$ cat config.mk
export PLATFORM = sky130hd
export DESIGN_NAME = spy_result
export DESIGN_NICKNAME = d
export VERILOG_FILES = /design/src/spy_result.sv
export VERILOG_INCLUDE_DIRS = /design/src
export SDC_FILE = /design/constraint.sdc
export NUM_CORES = 1
export LEC_CHECK = 0
export BUFFER_PORTS_ARGS = -buffer_cell sky130_fd_sc_hd__buf_2
export CAP_MARGIN = 20
export CORE_UTILIZATION = 33
export CTS_BUF_LIST = sky130_fd_sc_hd__clkbuf_8
export DETAILED_ROUTE_END_ITERATION = 10
export PLACE_DENSITY = 0.78
export SKIP_CTS_REPAIR_TIMING = 1
export SLEW_MARGIN = 20
export SYNTH_ARGS = -nofsm -noshare
export SYNTH_HDL_FRONTEND = slang
export SYNTH_SLANG_ARGS = --single-unit
$ cat constraint.sdc
create_clock -name spy_clock -period 0.99 [get_ports spy_clock]
set_clock_uncertainty 0.2 [all_clocks]
set_input_delay 0.1485 -clock spy_clock [delete_from_list [all_inputs] [get_ports spy_clock]]
set_output_delay 0.1485 -clock spy_clock [all_outputs]
set_load 0.005 [all_outputs]
$ cat src/spy_params.svh
`ifndef SPY_PARAMS_SVH
`define SPY_PARAMS_SVH

// sizing of the spy buffer bank

`define SPY_NUM_BUF 4   // buffers in the bank
`define SPY_ADDR_W  6   // 64 words per buffer
`define SPY_DATA_W  32  // monitor and register word
`define SPY_SEL_W   2   // buffer select field

`endif

$ cat src/spy_result.sv
`timescale 1ns/1ps
`include "spy_params.svh"

module spy_result
(
   input  logic                   spy_clock,
   input  logic                   axi_reset_n,
   input  logic                   done_i,                      // read words valid now
   input  logic                   req_i,                       // release detection
   input  logic [`SPY_DATA_W-1:0] buf_words_i [`SPY_NUM_BUF],  // one per buffer
   output logic [`SPY_DATA_W-1:0] rdata_o,
   output logic                   ack_o
);

   logic [`SPY_DATA_W-1:0] merged;

   // unselected buffers are zero, so OR is the mux
   always_comb
   begin
      merged = '0;
      for (int i = 0; i < `SPY_NUM_BUF; i++)
      begin
         merged = merged | buf_words_i[i];
      end
   end

   always_ff @(posedge spy_clock)
   begin
      if (!axi_reset_n)
      begin
         ack_o   <= 1'b0;
         rdata_o <= '0;
      end
      else if (done_i)
      begin
         ack_o   <= 1'b1;    // pipeline edge 3
         rdata_o <= merged;
      end
      else if (!req_i)
      begin
         ack_o   <= 1'b0;    // falls after req seen low
         rdata_o <= '0;      // data only valid alongside ack
      end
   end

endmodule

# == Word level (Yosys, flattened, before mapping) ==
# Cells that the tools add are included.
# word_totals
register_bits,33
input_bits,132
output_inout_bits,33
elab_cells,10
# classes
n_eq_ne,1
muxes,4
bitwise_logic,3
# ops
op,n
OR 32 bit,3
two-way mux 32 bit,2
two-way mux 1 bit,2
"inequality test 2 bit, second input constant",1

# == Logic depth before layout (Yosys ltp) ==
# depth
word_depth,4
ltp_mapped,4
ltp_nobuf,2

# == Least setup slack after synthesis ==
# Ideal clock, no wire load.
# synth_timing
path_kind,in2reg
from,in req_i
to,reg rdata_o[27]
setup_time_ns,0.130
arrival_time_ns,0.649
required_ns,0.660
path_slack_ns,0.011
stages,4
path_buffers,2
cell_sequence,buf_4 -> buf_8 -> a21oi_1 -> a211oi_2
# synth_between
elab_chain_cells,1
# synth_rtl
element,line_no,text
start: declaration,spy_result.sv:9,"input logic req_i,"
inequality test 2 bit (no line),-,
end signal: assignment,spy_result.sv:37,rdata_o <= merged;
end: declaration,spy_result.sv:11,"output logic [`SPY_DATA_W-1:0] rdata_o,"
# Every way passes these cells.
# A chain may end at the register's enable or synchronous reset.

# == Worst setup path in the final report ==
# layout_timing
from,reg rdata_o[29]
to,out rdata_o[29]
# No word-level cell between the ends.

==> flow_metrics.py <==
metrics = {
    "detailed_routing": {
        "wl_met3_um": 339,
        "vias": 1914,
        "wl_um": 4730,
        "vias_per_cell": 5.05,
        "first_pass_iters": 4,
        "drc": 0,
        "wire_per_inst_um": 12.5,
        "drtAntennaViolNets": 0,
        "topRoutingLayerUsed": "met4",
        "wl_met1_um": 1730,
        "routed-wl-met2_um": 2600,
        "drtIter0Drc": 23,
    },
    "sta": {
        "max_freq_ghz": 0.936,
        "rsz0062_at_grt": "true",
        "fin_ws_ns": -0.0781,
        "post-route-period-util": 1.08,
        "slew_viol_final": 0,
        "slew_headroom": 0.735,
        "tightest_slew_ns": 0.394,
        "hold_violations": 0,
        "min_period_ns": 1.07,
        "setup_viol": 33,
    },
    "clocking": {
        "clockBufferDepth": 2,
        "cts_tree": "yes",
        "path_clk_slew_ns": 0.06,
        "cts-root-buf": "clkbuf_8",
        "cts-buffers-inserted": 5,
        "numClockSinks": 33,
        "clk-insertion-delay-late_ns": 0.27,
        "cts.htree.levels": 2,
    },
    "pwr": {
        "p_leak_nw": 1.29,
        "ir_drop_mv": 0.672,
        "power.density_mw_per_mm2": 1170,
    },
    "die": {
        "num_rows": 25,
        "fp.coreArea_mm2": 0.00469,
        "dieArea_mm2": 0.00516,
        "initial_utilization": 0.343,
        "die_h_um": 71.8,
        "die_w_um": 71.8,
        "ios": 165,
    },
    "layout": {
        "fin_nets": 457,
        "drive_above_1_share": 0.843,
        "postLayoutCoreUtil": 0.598,
        "most-common-layout-cells": "154 x buf_2, 33 x dfxtp_2, 32 x nor4_1",
        "nFillCells": 399,
        "final_common_cell": "buf_2",
        "syn_to_final_growth_pct": 74.3,
        "antennaDiodeCount": 0,
    },
    "synth": {
        "yosys_warnings": 0,
        "postSynthCellCount": 146,
        "ys_seq_elements": 33,
        "synthAdderAreaFrac": 0,
        "syn-num-nets": 278,
        "synth_top_area_frac": 0.411,
        "synth-simple-area-share": 0.127,
        "synth_cell_types": 14,
        "synthMuxAreaShare": 0,
        "synth_compound_area_frac": 0.383,
        "syn-mean-instance-area_um2": 11.0,
        "yosysTopAreaCell": "dfxtp_1",
        "synth_area_leaders": "dfxtp_1 41%, a211oi_2 17%, a21oi_2 15%, nor4_1 12%, a211oi_1 4.7%",
        "synth_top_family_by_area": "compound AO/OA/AOI/OAI gates",
        "netlist_area_mm2": 0.00161,
        "ys_seq_area_frac": 0.411,
        "yosys.area_share.xor_xnor": 0,
    },
    "setup_path": {
        "critPathLaunchType": "flop",
        "cp_max_fo": 2,
        "reg2reg_from": "rdata_o[29]",
        "cp.depth": 1,
        "ff2ff_path_depth": 3,
        "end_kind": "output pin",
        "max_stage_delay_ns": 0.35,
        "slowest_stage": "dfxtp_2",
        "reg2reg_slack_ns": 0.02,
        "critPathLaunch": "rdata_o[29]",
        "path_buf_inv": 1,
        "reg2reg_to": "rdata_o[29]",
        "path_cells": "buf_6",
        "cp.required_ns": 0.64,
        "path_class": "reg2out",
        "arrival_ns": 0.72,
        "crit_family": "flip-flops",
        "endpoint": "rdata_o[29]",
    },
    "global_routing": {
        "grt_pass1_wl_um": 6430,
        "grt_max_degree": 37,
        "grt_pass1_vias": 1609,
        "antenna_found_initial": 0,
        "track_usage": 0.158,
        "globalRouteOverflowTotal": 0,
    },
    "run_status": {
        "violations": "setup timing",
        "status": "complete, but fails checks",
    },
    "placement": {
        "dp_hpwl_um": 3510,
        "dp_slack_ns": -0.133,
        "numPortBuffers": 164,
        "gp_congestion": 0.729,
    },
    "worst_hold_path": {
        "hp-class": "in2reg",
    },
    "job": {
        "max_cap_violations": 0,
    },
}
==> registers in the layout, summed over array words and instances, names as in the netlist <==
register	count
ack_o	1
rdata_o	32
==> per-layer routing <==
layer  global-route usage  up-vias
li1                     -      942
met1                0.150      866
met2                0.320       99
met3               0.0323        7
met4               0.0719        0
met5                    0        -
==> Yosys cell counts (all sizes together) <==
master / number
a211oi: 32
a21oi: 33
buf: 14
dfxtp: 33
inv: 1
nor2: 1
nor4: 32
==> power by group <==
part           switching [mW]  leakage (nW)  total, mW  internal, mW
clock network           0.435        0.0485      0.975         0.540
logic                   0.330         0.962      0.800         0.470
registers              0.0555         0.283       1.49          1.44
total                   0.820          1.29       3.27          2.45
==> through the flow <==
step,power [mW],std cells,instance area (um2),TNS [ns],hold slack [ns]
after floorplan,1.81,146,1610,0,0.151
after global placement,2.18,357,2500,-1.44,0.283
after detailed placement,2.21,357,2500,-2.32,0.297
after CTS,3.20,364,2590,-3.47,0.0100
after global routing,3.44,379,2800,-3.05,0.0166
final,3.27,379,2800,-2.18,0.0244
==> area by class of cell <==
class	instances	area, um2	area share
timing repair buffer	186	1120	0.401
clock buffer	6	82.6	0.0295
sequential	33	702	0.250
multi-input combinational	98	821	0.293
tap	54	67.6	0.0241
clock inverter	1	3.75	0.00134
inverter	1	3.75	0.00134
==> worst min-delay path by stage <==
| stage | startpoint | to | slack, ns | cells past startpoint |
|---|---|---|---|---|
| 3_5_place_dp | ack_o | ack_o | 0.30 | 2 |
| 6_report | buf_words_i[1] | rdata_o[1] | 0.02 | 3 |
| 3_3_place_gp | ack_o | ack_o | 0.28 | 2 |
| 5_1_grt | buf_words_i[33] | rdata_o[1] | 0.02 | 3 |
| 4_1_cts | buf_words_i[11] | rdata_o[11] | 0.01 | 3 |
| 2_1_floorplan | axi_reset_n | rdata_o[24] | 0.15 | 2 |
==> cells by family after synthesis <==
logic type	after synthesis
flops	33
buf+inv	15
simple gates	33
compound gates	65
No activity file was read; power rests on OpenSTA's default activity.
