<file path="config.mk">
export PLATFORM = sky130hd
export DESIGN_NAME = spy_init_sweep
export DESIGN_NICKNAME = d
export VERILOG_FILES = /design/src/spy_init_sweep.sv
export VERILOG_INCLUDE_DIRS = /design/src
export SDC_FILE = /design/constraint.sdc
export NUM_CORES = 1
export LEC_CHECK = 0
export ABC_CLOCK_PERIOD_IN_PS = 1500
export CORE_AREA = 2 2 39 41
export DETAILED_ROUTE_END_ITERATION = 10
export DIE_AREA = 0 0 41 43
export DONT_BUFFER_PORTS = 1
export PLACE_DENSITY = 0.37
export SETUP_SLACK_MARGIN = 0.1
export SLEW_MARGIN = 20
export SYNTH_ARGS = -nofsm -noshare
export SYNTH_HDL_FRONTEND = slang
export SYNTH_SLANG_ARGS = --single-unit
export TNS_END_PERCENT = 10
</file>
<file path="constraint.sdc">
create_clock -name spy_clock -period 1.5 [get_ports spy_clock]
set_input_delay 0.15 -clock spy_clock [delete_from_list [all_inputs] [get_ports spy_clock]]
set_output_delay 0.15 -clock spy_clock [all_outputs]
set_load 0.1 [all_outputs]
</file>
<file path="src/spy_params.svh">
`ifndef SPY_PARAMS_SVH
`define SPY_PARAMS_SVH

// sizing of the spy buffer bank

`define SPY_NUM_BUF 4   // buffers in the bank
`define SPY_ADDR_W  6   // 64 words per buffer
`define SPY_DATA_W  32  // monitor and register word
`define SPY_SEL_W   2   // buffer select field

`endif

</file>
<file path="src/spy_init_sweep.sv">
`timescale 1ns/1ps
`include "spy_params.svh"

module spy_init_sweep
(
   input  logic                   spy_clock,
   input  logic                   axi_reset_n,
   input  logic                   init_spy_mem_i,  // sweep starts on release
   output logic                   sweep_we_o,      // zero-write strobe
   output logic [`SPY_ADDR_W-1:0] sweep_addr_o,
   output logic                   init_busy_o
);

   logic busy_q;

   always_ff @(posedge spy_clock)
   begin
      if (!axi_reset_n)
      begin
         busy_q       <= 1'b1;  // clear memories after reset
         sweep_addr_o <= '0;
      end
      else if (init_spy_mem_i)
      begin
         busy_q       <= 1'b1;  // rearm, count held at zero
         sweep_addr_o <= '0;
      end
      else if (busy_q)
      begin
         sweep_addr_o <= sweep_addr_o + 1'b1;  // wraps back to 0
         if (sweep_addr_o == '1)
         begin
            busy_q <= 1'b0;  // last address written
         end
      end
   end

   assign sweep_we_o  = busy_q;
   // request pending counts as busy so decode stops at once
   assign init_busy_o = busy_q | init_spy_mem_i;

endmodule

</file>
After elaboration in Yosys (flattened, before gate mapping). Index checks and enable logic that the tools add are counted.

Register bits: 7. Bits of input ports: 3. Output and inout port bits: 8. Word-level logic and storage cells: 9.

Add/sub/neg operators: 1. Equal/unequal tests: 1. Mux-type cells: 2. Bitwise operators: 2. Reduce and logical (&&, ||, !) cells: 1.

Operators with widths (number): 6-bit by 1-bit adder with 6-bit output (second input constant) (1); 6-bit equality test (second input constant) (1); 1-bit 2-to-1 mux (2); 2-bit OR reduction (1); 1-bit NOT (1); 1-bit OR (1).

Logic depth before layout (Yosys ltp).
Depth after elaboration: 3. Depth in mapped cells: 4. Mapped depth without buffers: 4.

Worst setup path before layout. Ideal clock, no wire load.

Path type: register to register. Start: register busy_q, in the netlist sweep_we_o. End: register sweep_addr_o[5]. Library setup time: 70 ps. Arrival: 1776 ps. Required time: 1430 ps. Setup slack: -346 ps. Cell stages (with the launch flop): 5. Cell sequence: dfxtp_1 -> buf_6 -> nand4_4 -> or3_1 -> a21oi_1.

RTL lines: start, declared (line spy_init_sweep.sv:14) `logic busy_q;`; start signal, assigned (line spy_init_sweep.sv:20) `busy_q <= 1'b1;`; start signal, assigned (line spy_init_sweep.sv:25) `busy_q <= 1'b1;`; start signal, assigned (line spy_init_sweep.sv:33) `busy_q <= 1'b0;`; end signal, assigned (line spy_init_sweep.sv:30) `sweep_addr_o <= sweep_addr_o + 1'b1;`; end, declared (line spy_init_sweep.sv:10) `` output logic [`SPY_ADDR_W-1:0] sweep_addr_o, ``.

Worst setup path after layout.
Start: register busy_q, in the netlist sweep_we_o. End: output init_busy_o.

Longest elaborated chain between the ends: 1.

Ends and longest elaborated chain: 1-bit OR (line spy_init_sweep.sv:40) `assign init_busy_o = busy_q | init_spy_mem_i;`; end, declared (line spy_init_sweep.sv:11) `output logic init_busy_o`.

No other way between the ends.

==> flow_metrics.py <==
metrics = {
    "synth": {
        "ys_async_sr_fraction": 0,
        "synth_top_area_share": 0.450,
        "yosys.area_share.adder": 0.0402,
        "synth-edff-count": 0,
        "synth-compound-area-share": 0.0482,
        "netlist_area_um2": 312,
        "synth-seq-area-share": 0.450,
        "ys_ff_latch": 7,
        "synth-xor-area-share": 0.112,
        "ys.flop_type": "dfxtp_1",
        "synth_warnings": 0,
        "synth_largest_area_cell": "dfxtp_1",
        "syn-instance-count": 32,
        "yosysUniqueCellTypes": 17,
        "synth_area_leaders": "dfxtp_1 (45%), xor2_1 (8.4%), nand4_4 (6.8%)",
        "syn_avg_cell_area_um2": 9.74,
        "yosys.area_share.simple": 0.281,
        "yosysMostFrequentCell": "dfxtp_1",
        "synthMuxAreaShare": 0.0321,
        "synth_top_family_by_area": "simple AND/OR/NAND/NOR gates",
        "synth_common_cells": "dfxtp_1 (7), nor2_1 (5), nand2_1 (3), xor2_1 (3), o21ai_0 (2)",
        "syn_nets": 36,
    },
    "grt": {
        "grt_max_degree": 9,
        "grt_pass1_vias": 212,
        "grt-ovfl-total": 0,
        "grt_use_total": 0.0905,
        "antenna_found_initial": 0,
        "grt_pass1_wl_um": 952,
    },
    "die": {
        "pin_count": 11,
        "coreArea_um2": 1380,
        "initial_core_util": 0.225,
        "die_area_um2": 1760,
        "rows": 14,
        "fp.dieH_um": 43,
        "dieWidth_um": 41,
    },
    "power_and_ir_drop": {
        "p_clk_frac": 0.432,
        "power.switching_w": 0.000101,
        "pwr-share-comb": 0.088,
        "power_w": 0.000400,
        "p_int_w": 0.000299,
        "seqPwrFrac": 0.479,
        "power.density_nw_per_um2": 908,
        "ir_drop_v": 0.000295,
        "p_sw_frac": 0.253,
        "leakagePower_nw": 0.175,
    },
    "drt": {
        "route.met3.wl_um": 43,
        "drc": 0,
        "postRouteAntennaNets": 0,
        "top_layer": "met4",
        "wl_met1_um": 272,
        "dr_total_vias": 251,
        "avgRoutedWirePerCell_um": 9.97,
        "totalWireLength_um": 598,
        "first_pass_iters": 4,
        "wl_met2_um": 276,
        "drt-vias-per-instance": 4.18,
        "drt_iter0_drc": 9,
    },
    "sta": {
        "finalSetupViolCount": 0,
        "tns_ps": 0,
        "relSlewSlack": 0.805,
        "hold_violations": 0,
        "finalCritPeriodShare": 0.846,
        "rsz0062_at_grt": "false",
        "slew_violations": 0,
        "fin_ws_ps": 231,
        "tightest_slew_ps": 293,
        "fin_worst_skew_ps": 6.85,
        "period_needed_ps": 1270,
        "max_freq_ghz": 0.788,
    },
    "cts": {
        "cts_resized": 0,
        "path_clk_slew_ps": 50,
        "htreeDepth": 1,
        "cts_buffers": 3,
        "root_buffer": "clkbuf_4",
        "clockBufferDepth": 2,
        "cts_sinks": 7,
        "clkLatencyLatePin_ps": 250,
        "cts_tree": "built",
    },
    "critical_path": {
        "rr_worst_depth": 3,
        "crit_chain": "or2_2 -> buf_12",
        "worstSetupStartpoint": "sweep_we_o",
        "slowest_stage": "dfxtp_4",
        "cp_max_fo": 8,
        "worstPathRequired_ps": 1350,
        "cp.arrival_ps": 1120,
        "crit_path_start_kind": "register",
        "reg2reg_from": "sweep_we_o",
        "path_class": "register to output pin",
        "slowest_delay_ps": 370,
        "crit_path_end_kind": "output pin",
    },
    "cells_and_area": {
        "fill_cells": 147,
        "diodes": 0,
        "seq_area_um2": 151,
        "area_delta_synth_final_pct": 41.4,
        "layout-drive-gt1-share": 0.455,
        "multi_input_area_um2": 160,
        "final_net_count": 49,
    },
    "place": {
        "hpwlAfterDp_um": 451,
        "io_buffers": 0,
        "pre_cts_slack_ps": 443,
        "place.gp.congestion": 0.710,
    },
    "hold_path": {
        "hp-class": "input port to register",
        "holdCritStartpoint": "axi_reset_n",
        "whs_path_depth": 2,
    },
    "run_status": {
        "status": "complete, no violations",
    },
    "job": {
        "drv_cap": 0,
    },
}
[registers in the layout, summed over array words and instances (netlist names)]
name / count
sweep_addr_o: 6
sweep_we_o: 1
[final timing paths]
kind                endpoint  slack, ps
max              init_busy_o        230
min               sweep_we_o         90
max reg2reg  sweep_addr_o[5]        440
min reg2reg  sweep_addr_o[5]        490
[final cells by class]
class                           instances  share of cell area
Multi-Input combinational cell         24               0.364
Tap cell                               16              0.0455
Sequential cell                         7               0.344
Clock buffer                            4              0.0597
Timing Repair Buffer                    9               0.188
[power groups by stage]
stage	combinational (W)	sequential, W	clock, W
6_report	0.0000354	0.000192	0.000173
5_1_grt	0.0000374	0.000192	0.000190
4_1_cts	0.0000355	0.000192	0.000186
3_5_place_dp	0.0000333	0.000196	0
3_3_place_gp	0.0000335	0.000195	0
2_1_floorplan	0.00000831	0.000214	0
[critical path: cells and delay by family, from the launching register on]
family / cells / cell delay [ps]
flip-flops: 1 / 370
AND/OR/NAND/NOR: 1 / 320
buffers and inverters: 1 / 170
[kinds of logic (layout without fill, tap and decap cells)]
kind of cell             count (synthesis)  count (layout)
AO/OA/AOI/OAI                            3               3
AND/OR/NAND/NOR                         15              15
multiplexers                             1               1
adder cells (fa/ha/maj)                  1               1
buffers and inverters                    1              13
flip-flops                               7               7
XOR/XNOR                                 4               4
[routing by layer]
metal | vias up | GRT usage
met1 | 113 | 0.106
met3 | 2 | 0.0471
met4 | 0 | 0.100
met2 | 7 | 0.103
li1 | 129 | -
met5 | - | 0
[layout by cell type, fill, tap and decap left out]
cell and instances:
buf_4 7, dfxtp_2 6, nor2_1 5, nand2_1 3
xor2_1 3, clkbuf_4 3, o21ai_0 2, or2_2 1
nand2b_1 1, mux2i_1 1, nand4_4 1, or3_1 1
a21oi_1 1, nor2b_1 1, nand3_1 1, xnor2_1 1
nand4_1 1, ha_1 1, clkbuf_1 1, dlygate4sd3_1 1
buf_12 1, dfxtp_4 1
[metrics by stage]
stage           util  cells  hold WS (ps)  instance area, um2
2_1_floorplan      -     32           240                 323
4_1_cts        0.318     60          78.0                 440
6_report       0.318     60          86.1                 440
3_5_place_dp   0.292     55           261                 404
3_3_place_gp   0.292     55           254                 404
5_1_grt        0.318     60          95.6                 440
[timing repair]
item                      4_1_cts  5_1_grt
buffers inserted                0        0
hold endpoints to repair        1        0
hold buffers                    1        0
Power figures use the tool's default switching activity.
