**src/spy_params.svh**
```systemverilog
`ifndef SPY_PARAMS_SVH
`define SPY_PARAMS_SVH

// sizing of the spy buffer bank

`define SPY_NUM_BUF 4   // buffers in the bank
`define SPY_ADDR_W  6   // 64 words per buffer
`define SPY_DATA_W  32  // monitor and register word
`define SPY_SEL_W   2   // buffer select field

`endif

```
**src/spy_pkg.sv**
```systemverilog
`include "spy_params.svh"

package spy_pkg;

   typedef enum logic [1:0]
   {
      SPY_OP_READ  = 2'd0,  // read spy memory word
      SPY_OP_WRITE = 2'd1,  // write spy memory word
      SPY_OP_PTR   = 2'd2   // read capture pointer
   } spy_op_e;

   typedef enum logic [1:0]
   {
      DEC_IDLE     = 2'd0,  // waiting for req
      DEC_BUSY     = 2'd1,  // access issued, waiting for ack
      DEC_WAIT_REL = 2'd2   // waiting for req to drop
   } spy_dec_state_e;

   typedef struct packed
   {
      spy_op_e                  op;
      logic [`SPY_SEL_W-1:0]    sel;   // target buffer
      logic [`SPY_ADDR_W-1:0]   addr;
      logic [`SPY_DATA_W-1:0]   wdata; // ignored unless write
   } spy_cmd_t;

   typedef struct packed
   {
      logic                     vld;   // single-cycle strobe
      spy_op_e                  op;
      logic [`SPY_SEL_W-1:0]    sel;
      logic [`SPY_ADDR_W-1:0]   addr;
      logic [`SPY_DATA_W-1:0]   data;
   } spy_access_t;

   typedef struct packed
   {
      logic                     vld;   // beat carries data
      logic [`SPY_DATA_W-1:0]   data;
   } spy_mon_t;

endpackage

```
**src/spy_cmd_decode.sv**
```systemverilog
`timescale 1ns/1ps

module spy_cmd_decode
(
   input  logic                 spy_clock,
   input  logic                 axi_reset_n,
   input  logic                 req_i,        // four-phase request
   input  spy_pkg::spy_cmd_t    cmd_i,        // stable while req_i high
   input  logic                 init_busy_i,  // sweep running, hold off
   input  logic                 ack_i,        // ack level from result stage
   output spy_pkg::spy_access_t access_o,     // one-cycle decoded access
   output logic                 done_o        // access valid, one cycle later
);

   spy_pkg::spy_dec_state_e state_q;
   spy_pkg::spy_dec_state_e state_d;
   logic                    accept;

   // only one command in flight, none during a sweep
   assign accept = (state_q == spy_pkg::DEC_IDLE) && req_i && !init_busy_i;

   always_comb
   begin
      state_d = state_q;
      case (state_q)
         spy_pkg::DEC_IDLE:
         begin
            if (accept)
            begin
               state_d = spy_pkg::DEC_BUSY;  // access goes out this edge
            end
         end
         spy_pkg::DEC_BUSY:
         begin
            if (ack_i)
            begin
               state_d = spy_pkg::DEC_WAIT_REL;
            end
         end
         spy_pkg::DEC_WAIT_REL:
         begin
            // held req must not issue a second access
            if (!req_i)
            begin
               state_d = spy_pkg::DEC_IDLE;  // ack drops on this same edge
            end
         end
         default:
         begin
            state_d = spy_pkg::DEC_IDLE;
         end
      endcase
   end

   always_ff @(posedge spy_clock)
   begin
      if (!axi_reset_n)
      begin
         state_q      <= spy_pkg::DEC_IDLE;
         access_o.vld <= 1'b0;
         done_o       <= 1'b0;
      end
      else
      begin
         state_q      <= state_d;
         access_o.vld <= accept;        // pulse, pipeline edge 1
         done_o       <= access_o.vld;  // lines up with buffer read word
         if (accept)
         begin
            access_o.op   <= cmd_i.op;     // payload, no reset
            access_o.sel  <= cmd_i.sel;
            access_o.addr <= cmd_i.addr;
            access_o.data <= cmd_i.wdata;
         end
      end
   end

endmodule

```
**config.mk**
```make
export PLATFORM = sky130hd
export DESIGN_NAME = spy_cmd_decode
export DESIGN_NICKNAME = d
export VERILOG_FILES = /design/src/spy_pkg.sv /design/src/spy_cmd_decode.sv
export VERILOG_INCLUDE_DIRS = /design/src
export SDC_FILE = /design/constraint.sdc
export NUM_CORES = 1
export LEC_CHECK = 0
export CAP_MARGIN = 20
export CORE_ASPECT_RATIO = 1.4
export CORE_MARGIN = 10
export CORE_UTILIZATION = 36
export DETAILED_ROUTE_END_ITERATION = 12
export DONT_BUFFER_PORTS = 1
export MAX_ROUTING_LAYER = met4
export SLEW_MARGIN = 20
export SYNTH_ARGS = -nofsm -noshare
export SYNTH_HDL_FRONTEND = slang
export SYNTH_SLANG_ARGS = --single-unit
```
**constraint.sdc**
```tcl
create_clock -name spy_clock -period 6.9 [get_ports spy_clock]
set_clock_uncertainty 0.2 [all_clocks]
set_input_delay 1.725 -clock spy_clock [delete_from_list [all_inputs] [get_ports spy_clock]]
set_output_delay 1.725 -clock spy_clock [all_outputs]
set_load 0.005 [all_outputs]
```
---- After elaboration in Yosys (flattened, before gate mapping) ----
Cells that the tools add are included.
cells by class
  eq/ne operators ......................... 5
  reduce and logical (&&, ||, !) cells .... 6
  muxes and demuxes ....................... 4
operator list
  cell                  count
  $mux W2               3
  $ne A2 B2 Y1 const B  3
  $pmux W2 S3           1
  $reduce_and A3 Y1     1
  $eq A2 B1 Y1 const B  1
  $eq A2 B2 Y1 const B  1
  $logic_and A1 B1 Y1   2
  $logic_not A2 Y1      1
  $reduce_and A2 Y1     1
  $logic_not A1 Y1      1
word-level totals
  output and inout port bits .............. 44
  register bits ........................... 46
  input bits .............................. 47
  logic and storage cells ................. 22

---- Longest topological paths before layout ----
  depth in word-level cells ............... 5
  depth in mapped cells ................... 2
  mapped depth without buffers ............ 2

---- Least setup slack after synthesis ----
No wires, ideal clock.
  path type ............................... input port to flip-flop
  start point ............................. input init_busy_i
  end point ............................... register access_o[0] (netlist name), enable pin
  data arrival time ....................... 3.912 ns
  setup time .............................. 0.441 ns
  stages .................................. 2
  data required time ...................... 6.259 ns
  buffers on the path ..................... 0
  path slack .............................. 2.346 ns
  cells stage by stage .................... or3b_1 -> nor2_1
on the way
  longest elaborated chain between the ends .. 3
RTL lines
  what                                RTL line              source
  start, declared                     spy_cmd_decode.sv:9   input logic init_busy_i,
  $logic_not A1 Y1                    spy_cmd_decode.sv:20  assign accept = (state_q == spy_pkg::DEC_IDLE) && req_i && !init_busy_i;
  $logic_and A1 B1 Y1                 spy_cmd_decode.sv:20
  $reduce_and A2 Y1 (no source line)  n/a
  end, declared                       spy_cmd_decode.sv:11  output spy_pkg::spy_access_t access_o,
Every way passes these cells.
A chain may end at the register's enable or synchronous reset.

---- Final worst setup path ----
  start point ............................. input init_busy_i
  end point ............................... register access_o[27] (netlist name), enable pin
The elaborated chain is that of the path after synthesis.

==> flow_results.org <==
** Finish
- Net count, final :: 111
- # fillers :: 344
- Area of combinational cells with multiple inputs :: 75.07 µm²
- The repair_antennas step left the layout with diodes totalling 0.
- Of the cells placed in the final design, the portion with a size suffix greater than 1 is 13.85%.
- Area of all sequential standard cells :: roughly 1300 µm²
- Area growth, synth to finish :: 11.72%

** Global routing
- Wire length of the first global-routing pass :: 4112 µm
- Vias in the first global route :: 654
- For this run, the total global-route usage over all layers was measured as 8.856%.
- For this run the aggregate overflow at the end of global routing stands at 0.
- Entering global routing, the biggest net connects 43 pins.
- Number of antenna violations at the first check in global routing :: 0

** Route
- Routed length per instance :: between 20 and 30 µm
- The final layout contains routed wiring with a total length of between 3000 and 4000 µm.
- For this run, design rule violations remaining after detail routing come to 0.
- The detail route stage leaves a number of antenna-violating nets equal to 0.
- First-pass detailed-route iteration total :: 4
- After the first detailed-routing iteration, the DRC count stood at 42.
- In the routed layout, each cell is associated on average with a via count of 5.206.
- Vias after detailed routing :: 557

** STA
- The worst path uses 43.82% of the clock period.
- For the final routed database, the setup TNS stands at 0 ns.
- Setup repair after global routing left no endpoint under its margin.
- Relative max-transition margin :: 69.78%
- At the pin with the least slew margin, the transition time is 0.4523 ns.
- Slew Limit Fails :: 0
- Peak clock frequency supported by timing :: roughly 330 MHz
- Counting I/O delays and the setup requirement, the final critical path takes 3.023 ns.
- Hold violation count in the final report :: 0
- Final setup violating endpoints :: 0

** Pwr
- Worst vdd rail ir drop :: about 0.00016 V
- After layout, the design draws a total of 481.6 µW.
- Power density normalized to cell area :: 306.0 nW/µm²
- Leak pwr :: a little under 0.5 nW

** Synthesis
- Of the post-synthesis cell area, the part taken by muxes is 0%.
- Most frequent cell after synthesis :: sky130_fd_sc_hd__edfxtp_1
- The synthesized netlist devotes 3.641% of its cell area to simple gates.
- Complex-gate fraction of the synthesized area :: under 10%
- Warnings, synthesis :: 0
- Synthesis instantiated 10 different standard cells from the library.
- Yosys mapped a number of flops with a built-in enable equal to 42.
- Syn Inst Count :: 56
- Sequential fraction of the synthesis area :: 95.20%
- Post-synthesis instance area :: 1409 µm²
- Syn Nets :: 103
- Register bit count reported by yosys :: 46
- Xor/xnor share of the synthesized area :: 0%
- Ranked by total cell area, the synthesized netlist is headed by sky130_fd_sc_hd__edfxtp_1, sky130_fd_sc_hd__dfxtp_1, sky130_fd_sc_hd__nand3b_1.
- Leading register cell type out of synthesis :: sky130_fd_sc_hd__edfxtp_1
- Fraction of post-synthesis cell area in the top cell type by area :: 89.52%
- By area, the combinational part of the netlist is dominated by simple AND/OR/NAND/NOR gates.
- Avg Synthesized Cell Area :: 25.16 µm²
- By count the netlist is led by sky130_fd_sc_hd__edfxtp_1, sky130_fd_sc_hd__dfxtp_1, sky130_fd_sc_hd__nand3b_1, sky130_fd_sc_hd__nor2_1.
- Share of flip-flops with an asynchronous set or reset after synthesis :: 0%
- Summed over all instances, the cell type with the most area after synthesis is sky130_fd_sc_hd__edfxtp_1.
- After Yosys synthesis, full adders, half adders and majority gates account for 0% of the synthesized area.

** Critical path
- Worst Path Class, Setup :: in2reg
- In this run the critical register-to-register path is launched from state_q[0].
- For the worst flop-to-flop path, the logic depth is 3.
- Worst EP required :: 6.69 ns
- At the worst endpoint, the arrival time is 2.82 ns.
- For flop-to-flop paths, the worst setup slack is 4.95 ns.
- In this run the critical register-to-register path is captured at access_o[27].
- Endpoint type of the worst setup path :: flip-flop
- Peak fanout along the critical path :: 28
- Critical path startpoint category :: primary input

** Clock network
- TritonCTS buffer count :: 5
- Number of sinks driven by the clock tree :: between 40 and 50
- The cell sitting at the root of the clock tree is a sky130_fd_sc_hd__clkbuf_8.
- After clock tree synthesis, the clock-pin slew on the worst setup and hold paths is 0.08 ns.
- In this run the number of H-tree levels came out at 2.
- TritonCTS built the clock tree.
- In this run the deepest clock path goes through 2 buffers.
- For this design, the CTS-stage hold fixing added 0 buffers.
- Setup bufs post-CTS :: 0
- For the worst-skew pair, the clock arrives at the later sink with an insertion delay of 0.28 ns.
- CTS-repair resized insts :: 0

** Floorplanning
- The die covers 6851 µm².
- Area inside the core boundary :: roughly 3700 µm²
- Number of cell rows :: 26
- Die width :: between 70 and 80 µm
- The initial utilization of the core area, before any placement, comes to 37.99%.
- Measured along the y axis, the die boundary spans 94.02 µm.
- I/O pins :: 91

** Min path
- Worst hold endpoint :: done_o
- The startpoint identified for the worst hold timing path is access_o[42].
- WHS Path Cells :: 1
- The worst hold path belongs to the class reg2reg.

** Outcome
- The run finished with clean final reports.

** Place
- Number of buffers added on ports :: 0
- The congestion estimate from routability-driven global placement came to 0.5958.

** Flow run
- # Max-Cap Violations :: 0
metrics by stage:
step	std cells	hold slack [ns]	cell area [µm²]	util (%)	setup slack (ns)
floorplan	56	0.2586	1409	-	2.346
global placement	98	0.2857	1469	39.61	3.310
detailed placement	98	0.3115	1469	39.61	3.230
CTS	106	0.3305	1554	41.90	3.551
global route	107	0.3499	1574	42.44	3.832
finish	107	0.3125	1574	42.44	3.877
registers in the layout (all words and copies together) (netlist names):
name / cells
access_o: 43
state_q: 2
done_o: 1
worst max-delay path by stage:
stage                     start            to  depth (start not counted)
floorplan           init_busy_i   access_o[0]                          2
global placement    init_busy_i  access_o[40]                          2
detailed placement  init_busy_i   access_o[0]                          2
CTS                 init_busy_i  access_o[32]                          2
global route        init_busy_i  access_o[24]                          3
finish              init_busy_i  access_o[27]                          3
report_power, final:
part | leakage, nW | internal (mW) | switching [mW]
Combinational | 0.0297 | 0.00225 | 0.00512
Sequential | 0.417 | 0.314 | 0.00480
Clock | 0.0432 | 0.0716 | 0.0841
Total | 0.490 | 0.388 | 0.0940
layout by cell type, fill, tap and decap left out, drive strengths merged:
| cell | n |
|---|---|
| a21boi | 1 |
| clkbuf | 6 |
| inv | 1 |
| dfxtp | 4 |
| nand3b | 2 |
| nand2b | 1 |
| or2b | 1 |
| edfxtp | 42 |
| or3b | 1 |
| and2 | 1 |
| clkinv | 1 |
| a21oi | 1 |
| buf | 1 |
| nor2 | 2 |
layout make-up:
class / instances / share of cell area [%]
multi-input combinational: 10 / 4.769
tap: 42 / 3.339
clock inverter: 2 / 0.7949
sequential: 46 / 85.21
timing repair buffer: 1 / 1.272
clock buffer: 6 / 4.610
per-layer routing:
| metal | wire length [µm] | vias to the layer above | share of wire, % | GRT usage (%) |
|---|---|---|---|---|
| li1 | - | 230 | - | - |
| met1 | 1191 | 267 | 39 | 9.292 |
| met2 | 1550 | 58 | 51 | 13.48 |
| met3 | 281 | 2 | 9.3 | 5.079 |
| met4 | 8 | 0 | 0.26 | 3.333 |
| met5 | 0 | - | 0 | - |
kinds of logic (layout without fill, tap and decap cells):
family,count (synthesis),in the layout
AO/OA/AOI/OAI,2,2
flip-flops,46,46
buffers and inverters,0,9
AND/OR/NAND/NOR,8,8
critical path, cell delays in order:
cell                     delay [ns]
sky130_fd_sc_hd__or3b_1        0.43
sky130_fd_sc_hd__nor2_4        0.39
sky130_fd_sc_hd__buf_12        0.25
Power figures use the tool's default switching activity.
