## config.mk

```make
export PLATFORM = sky130hd
export DESIGN_NAME = spy_buffer_mem
export DESIGN_NICKNAME = d
export VERILOG_FILES = /design/src/spy_pkg.sv /design/src/spy_buffer_mem.sv
export VERILOG_INCLUDE_DIRS = /design/src
export SDC_FILE = /design/constraint.sdc
export NUM_CORES = 2
export LEC_CHECK = 0
export BUFFER_PORTS_ARGS = -buffer_cell sky130_fd_sc_hd__buf_4
export CAP_MARGIN = 25
export CORE_ASPECT_RATIO = 1.1
export CORE_MARGIN = 5
export CORE_UTILIZATION = 56
export CTS_BUF_LIST = sky130_fd_sc_hd__clkbuf_16
export CTS_CLUSTER_DIAMETER = 80
export DETAILED_ROUTE_END_ITERATION = 12
export PLACE_DENSITY_LB_ADDON = 0.08
export SLEW_MARGIN = 5
export SYNTH_ARGS = -nofsm -noshare
export SYNTH_HDL_FRONTEND = slang
export SYNTH_SLANG_ARGS = --single-unit
```

## constraint.sdc

```tcl
create_clock -name spy_clock -period 4.8 [get_ports spy_clock]
set_input_delay 0.96 -clock spy_clock [delete_from_list [all_inputs] [get_ports spy_clock]]
set_output_delay 0.96 -clock spy_clock [all_outputs]
set_load 0.1 [all_outputs]
```

## src/spy_params.svh

```systemverilog
`ifndef SPY_PARAMS_SVH
`define SPY_PARAMS_SVH

// sizing of the spy buffer bank

`define SPY_NUM_BUF 4   // buffers in the bank
`define SPY_ADDR_W  6   // 64 words per buffer
`define SPY_DATA_W  32  // monitor and register word
`define SPY_SEL_W   2   // buffer select field

`endif

```

## src/spy_pkg.sv

```systemverilog
`include "spy_params.svh"

package spy_pkg;

   typedef enum logic [1:0]
   {
      SPY_OP_READ  = 2'd0,  // read spy memory word
      SPY_OP_WRITE = 2'd1,  // write spy memory word
      SPY_OP_PTR   = 2'd2   // read capture pointer
   } spy_op_e;

   typedef enum logic [1:0]
   {
      DEC_IDLE     = 2'd0,  // waiting for req
      DEC_BUSY     = 2'd1,  // access issued, waiting for ack
      DEC_WAIT_REL = 2'd2   // waiting for req to drop
   } spy_dec_state_e;

   typedef struct packed
   {
      spy_op_e                  op;
      logic [`SPY_SEL_W-1:0]    sel;   // target buffer
      logic [`SPY_ADDR_W-1:0]   addr;
      logic [`SPY_DATA_W-1:0]   wdata; // ignored unless write
   } spy_cmd_t;

   typedef struct packed
   {
      logic                     vld;   // single-cycle strobe
      spy_op_e                  op;
      logic [`SPY_SEL_W-1:0]    sel;
      logic [`SPY_ADDR_W-1:0]   addr;
      logic [`SPY_DATA_W-1:0]   data;
   } spy_access_t;

   typedef struct packed
   {
      logic                     vld;   // beat carries data
      logic [`SPY_DATA_W-1:0]   data;
   } spy_mon_t;

endpackage

```

## src/spy_buffer_mem.sv

```systemverilog
`timescale 1ns/1ps
`include "spy_params.svh"

module spy_buffer_mem
#(
   parameter int BUF_INDEX = 0  // select value of this buffer
)
(
   input  logic                   spy_clock,
   input  logic                   axi_reset_n,
   input  spy_pkg::spy_mon_t      mon_i,         // capture stream
   input  logic                   freeze_i,      // stops capture
   input  spy_pkg::spy_access_t   access_i,      // decoded register access
   input  logic                   sweep_we_i,
   input  logic [`SPY_ADDR_W-1:0] sweep_addr_i,
   output logic [`SPY_DATA_W-1:0] rd_word_o      // zero unless read of this buffer
);

   localparam logic [`SPY_SEL_W-1:0] SEL_ID = `SPY_SEL_W'(BUF_INDEX);
   localparam int DEPTH = 2 ** `SPY_ADDR_W;

   logic [`SPY_DATA_W-1:0] mem [DEPTH];
   logic [`SPY_ADDR_W-1:0] wr_ptr_q;    // next capture address
   logic                   hit;
   logic                   reg_wr;
   logic                   reg_rd;
   logic                   ptr_rd;
   logic                   cap_wr;

   assign hit    = access_i.vld && (access_i.sel == SEL_ID);
   assign reg_wr = hit && (access_i.op == spy_pkg::SPY_OP_WRITE);
   assign reg_rd = hit && (access_i.op == spy_pkg::SPY_OP_READ);
   assign ptr_rd = hit && (access_i.op == spy_pkg::SPY_OP_PTR);
   assign cap_wr = mon_i.vld && !freeze_i;  // no back-pressure

   // single write port, sweep > register > capture
   always_ff @(posedge spy_clock)
   begin
      if (sweep_we_i)
      begin
         mem[sweep_addr_i] <= '0;
      end
      else if (reg_wr)
      begin
         mem[access_i.addr] <= access_i.data;  // capture beat dropped
      end
      else if (cap_wr)
      begin
         mem[wr_ptr_q] <= mon_i.data;
      end
   end

   always_ff @(posedge spy_clock)
   begin
      if (!axi_reset_n)
      begin
         wr_ptr_q <= '0;
      end
      else if (sweep_we_i)
      begin
         wr_ptr_q <= '0;  // sweep restarts capture at 0
      end
      else if (cap_wr && !reg_wr)
      begin
         wr_ptr_q <= wr_ptr_q + 1'b1;  // circular, wraps at 64
      end
   end

   // pipeline edge 2, only the selected buffer drives non-zero
   always_ff @(posedge spy_clock)
   begin
      if (!axi_reset_n)
      begin
         rd_word_o <= '0;
      end
      else if (reg_rd)
      begin
         rd_word_o <= mem[access_i.addr];
      end
      else if (ptr_rd)
      begin
         rd_word_o <= {{(`SPY_DATA_W-`SPY_ADDR_W){1'b0}}, wr_ptr_q};
      end
      else
      begin
         rd_word_o <= '0;  // writes and misses return zero
      end
   end

endmodule

```

* Word-level counts from Yosys, hierarchy flattened
Memory sizes are Yosys's and may differ from the RTL's. Index checks and enable logic that the tools add are counted.
Word-level totals: bits in registers 38, latch bits 0, bits in writable memories 2048, memory bits (read-only) 0, input bits 86, output and inout port bits 32, memories 1
Cells by class: add/subtract/negate cells 1, $mul 0, divide/modulo/power cells 0, $lt $le $gt $ge 0, equal/unequal tests 2, shifts and indexed selects 0, multiplexer cells 17, bitwise operators 1, reduce and logical (&&, ||, !) cells 13
Memories:
- mem | depth 64, width 32, read ports 1, clocked after Yosys merged registers in 0, wr ports 1, line spy_buffer_mem.sv:22 | logic [`SPY_DATA_W-1:0] mem [DEPTH];
Operator list (count):
- two-way mux 32 bit | 3
- OR reduction 32 bit | 2
- two-way mux 6 bit | 3
- two-way mux 1 bit | 11
- adder 6 x 1 -> 6 bit (second input constant) | 1
- logical AND 1 bit | 6
- zero test 2 bit | 2
- equality test 2 x 1 -> 1 bit (second input constant) | 1
- equality test 2 bit (second input constant) | 1
- zero test 1 bit | 2
- OR reduction 2 bit | 1
- inverter 1 bit | 1

* Depth between registers and ports, before layout
depth after elaboration 9, depth in mapped cells 11

* Least setup slack after synthesis
No wires, ideal clock.
kind input port to flip-flop, from input access_i[39] (netlist bit), to memory mem[47][0] (netlist bit), enable pin, arrival 4.698 ns, path slack -0.359 ns, stages on the path 6, path buffers 0, path through nor3b_2 nand2_1 a21oi_2 o22ai_1 or4b_1 nor3_1
Between the ends: word-level cells in the longest chain between the ends 9
RTL lines:
- start: declaration | line spy_buffer_mem.sv:13 | input spy_pkg::spy_access_t access_i,
- zero test 2 bit * | line spy_buffer_mem.sv:30 | assign hit = access_i.vld && (access_i.sel == SEL_ID);
- logical AND 1 bit * | line spy_buffer_mem.sv:30
- logical AND 1 bit * | line spy_buffer_mem.sv:31 | assign reg_wr = hit && (access_i.op == spy_pkg::SPY_OP_WRITE);
- two-way mux 1 bit | line spy_buffer_mem.sv:43 | else if (reg_wr)
- two-way mux 1 bit | line spy_buffer_mem.sv:39 | if (sweep_we_i)
- two-way mux 1 bit (implied by the code) | line spy_buffer_mem.sv:45 | mem[access_i.addr] <= access_i.data;
- OR reduction 32 bit (no source line)
- two-way mux 6 bit (no source line) / two-way mux 1 bit (equally long branches) (2 in series)
- end: declaration | line spy_buffer_mem.sv:22
Every way passes the cells marked *; elsewhere a longest branch is shown, timed or not.

* Worst setup path in the final report
from input access_i[39] (netlist bit), to memory mem[47][1] (netlist bit), enable pin
The elaborated chain is that of the path after synthesis.

==> impl_results.md <==
* CP Launch Type: input pin
* Seq/Total Area, Yosys at 0.777
* Root buffer cell: clkbuf_16
* Routed vias at 38500
* Number of synthesized flops with an enable pin at 2048
* F_max at 276 MHz
* Unrepaired setup endpoints after global routing: false
* Core area at 0.142 sq mm
* Top Ports at 118
* Setup Viol. Count Final at 0
* Outcome: finished clean
* Residual DRC at 0
* Max VDD drop at 0.345 mV
* Core Rows at 145
* PwrDens at 401 mW/mm^2
* Initial antenna violation count at 7
* Post-CTS Setup Bufs at 0
* Height of the die at 407 microns
* Total track usage at 0.277
* Most frequent cells after synthesis: edfxtp_1 (2048), mux4_2 (546), mux2i_1 (130)
* Ys flop type: edfxtp_1
* Detail Route Antenna Nets at 0
* Worst setup path start: access_i[39]
* Post-Syn Area at 0.0801 sq mm
* Initial Util at 0.564
* Slew headroom at 0.274
* Simple-Gate Fraction of Synth Area at 0.0131
* Hold crit path type: reg -> reg
* Top Usage Layer GRT: met2
* Setup slack after placement at 0.453 ns
* Worst-Margin Slew at 1.09 ns
* Worst Skew at 0.0272 ns
* Worst Hold Launch: wr_ptr_q[1]
* Final Hold Fails at 0
* Mux contribution to synthesized area at 0.172
* # port buffers at 117
* Routability cong. at 0.872
* Post-route clock period utilization at 0.754
* Synth Instances at 3459
* Yosys reg bits at 2086
* PnR worst setup slack at 1.18 ns
* Ys Warns at 0
* Largest area contributor in the netlist: edfxtp_1
* GR Layer Usage met3 at 0.0764
* RR Startpoint: wr_ptr_q[4]
* Pin count of the biggest net entering global routing at 79
* Synth Area in Adders at 0.000156
* Largest family of logic cells by synthesized area: multiplexers
* Mean Syn Cell Area at 23.2 sq um
* Clk sinks at 2086
* Worst endpoint required time at 5.31 ns
* Compound-Gate Fraction of Synth Area at 0.0231
* Hold_buf cts at 0
* Clk slew on worst S/H paths at 0.06 ns
* Layout fillers at 9181
* Drt first pass iters at 7
* Hpwl dp at 127000 microns
* Grt met2 use at 0.438
* Max-cap violation count at 0
* Fin nets at 3908
* Setup TNS at 0 ns
* Die width at 371 microns
* Top-count cell post-synth: edfxtp_1
* Leak at 0.0246 uW
* Top-area cell type share of the netlist area at 0.768
* Global-route wire length before repair at 292000 microns
* Depth of the CTS H-tree at 4
* Ratio of cells with drive above 1 in the final layout at 0.324
* Synth area leaders: edfxtp_1 (77%), mux4_2 (15%), mux2i_1 (1.6%), dfxtp_1 (0.95%), a211oi_1 (0.58%)
* Final slew viol count at 0
* Resized cells post-CTS at 0
* Vias/cell at 6.52
* Number of DRC markers in iteration 0 at 4714
* GR Overflow Total at 0
* WS Path Type: in -> reg
* Synth cell types at 59
* Skew-Pair Late Insertion Delay at 0.83 ns
* Endpoint type of the worst setup path: flop
* Met1 usage at 0.388
* CTS buffer count at 196
* Vias in the first global route at 39600
* Maximum clock path buffer count at 3
* Synthesized Nets at 3546
* Xor/xnor cell area share of the yosys netlist at 0.000547
* CTS tree: built
* Wire length per cell at 34.7 microns
* Area Growth Syn to Fin at 14.3%
* FFs w/ async S/R, synth at 0
* CP max FO at 23
* Die Area at 0.151 sq mm
* CP arrival at 4.13 ns
* Final WL at 205000 microns
* Min Tclk post-route at 3.62 ns
-- path summary, 6_finish.rpt --
kind | end | slack (ns) | cells after the start
worst max-delay path | mem[47][1] | 1.18 | 8
worst min-delay path | wr_ptr_q[1] | 0.57 | 2
worst max register to register | mem[18][29] | 1.92 | 6
worst min register to register | wr_ptr_q[1] | 0.57 | 2
-- per-stage QoR --
step | util | area, sq um | instances | hold slack, ns | power [uW]
3_3_place_gp | 0.600 | 85200 | 5525 | 0.535 | 22100
3_5_place_dp | 0.601 | 85400 | 5534 | 0.551 | 22200
2_1_floorplan | - | 80100 | 3459 | 0.462 | 21500
4_1_cts | 0.645 | 91600 | 5903 | 0.540 | 36900
6_report | 0.645 | 91600 | 5906 | 0.569 | 36700
5_1_grt | 0.645 | 91600 | 5903 | 0.583 | 37800
-- metal layers --
metal  part of all wire  wire length [microns]  vias to the layer above
li1                   -                      -                    15600
met1               0.39                  79100                    20500
met2               0.48                  99100                     2059
met3               0.10                  20800                      337
met4              0.029                   5880                        4
met5            0.00017                     34                        -
-- layout by cell type (no fill, tap or decap), types with 4 or more instances in the layout --
cell,instances
clkinv_1,48
mux2i_1,130
o22a_1,10
xor2_1,4
nand3_1,26
mux2_2,15
or3_1,4
clkinvlp_4,6
nor3_1,4
a22o_2,32
nor2_4,64
a211oi_1,61
o21ai_0,16
clkbuf_16,203
mux4_2,546
nand2_1,24
nor2_1,20
a21oi_1,68
edfxtp_1,2048
inv_1,52
buf_12,59
a221oi_1,5
o211ai_1,4
nor2b_1,47
clkinv_2,41
nand4_1,5
o22ai_1,16
bufinv_16,13
nand2b_1,7
buf_4,290
a22oi_1,23
dfxtp_1,38
-- layout make-up --
| cell class | count | area [sq um] | share of cell area |
|---|---|---|---|
| antenna | 3 | 7.51 | 0.0000820 |
| clock inverter | 166 | 1130 | 0.0123 |
| timing repair buffer | 354 | 3430 | 0.0374 |
| inverter | 4 | 15.0 | 0.000164 |
| clock buffer | 203 | 5080 | 0.0555 |
| tap | 1911 | 2390 | 0.0261 |
| multi-input combinational | 1179 | 17300 | 0.189 |
| sequential | 2086 | 62300 | 0.680 |
-- critical path, cell delays in order --
cell and delay (ns):
buf_4 0.12, nor3b_2 0.40, nand2_1 0.30, a21oi_2 0.46, o22ai_1 0.22, or4b_1 0.79, nor3_4 0.56, buf_12 0.27
-- flip-flops by register name, indices dropped and copies added (netlist names) --
signal     count
mem         2048
rd_word_o     32
wr_ptr_q       6
-- cell families after synthesis --
group                      after synthesis
DFF                                   2086
muxes                                  692
AOI/OAI and AO/OA                      266
and+or+nand+nor                        215
buffers and inverters                  194
xor gates and xnor gates                 5
adders and majority gates                1
-- power by group --
part	internal (uW)	leakage (uW)	total [uW]	switching (uW)
Combinational	585	0.00636	1630	1040
Clock	8340	0.00324	14900	6550
Sequential	20100	0.0150	20200	56.7
(Power assumes the default switching activity.)
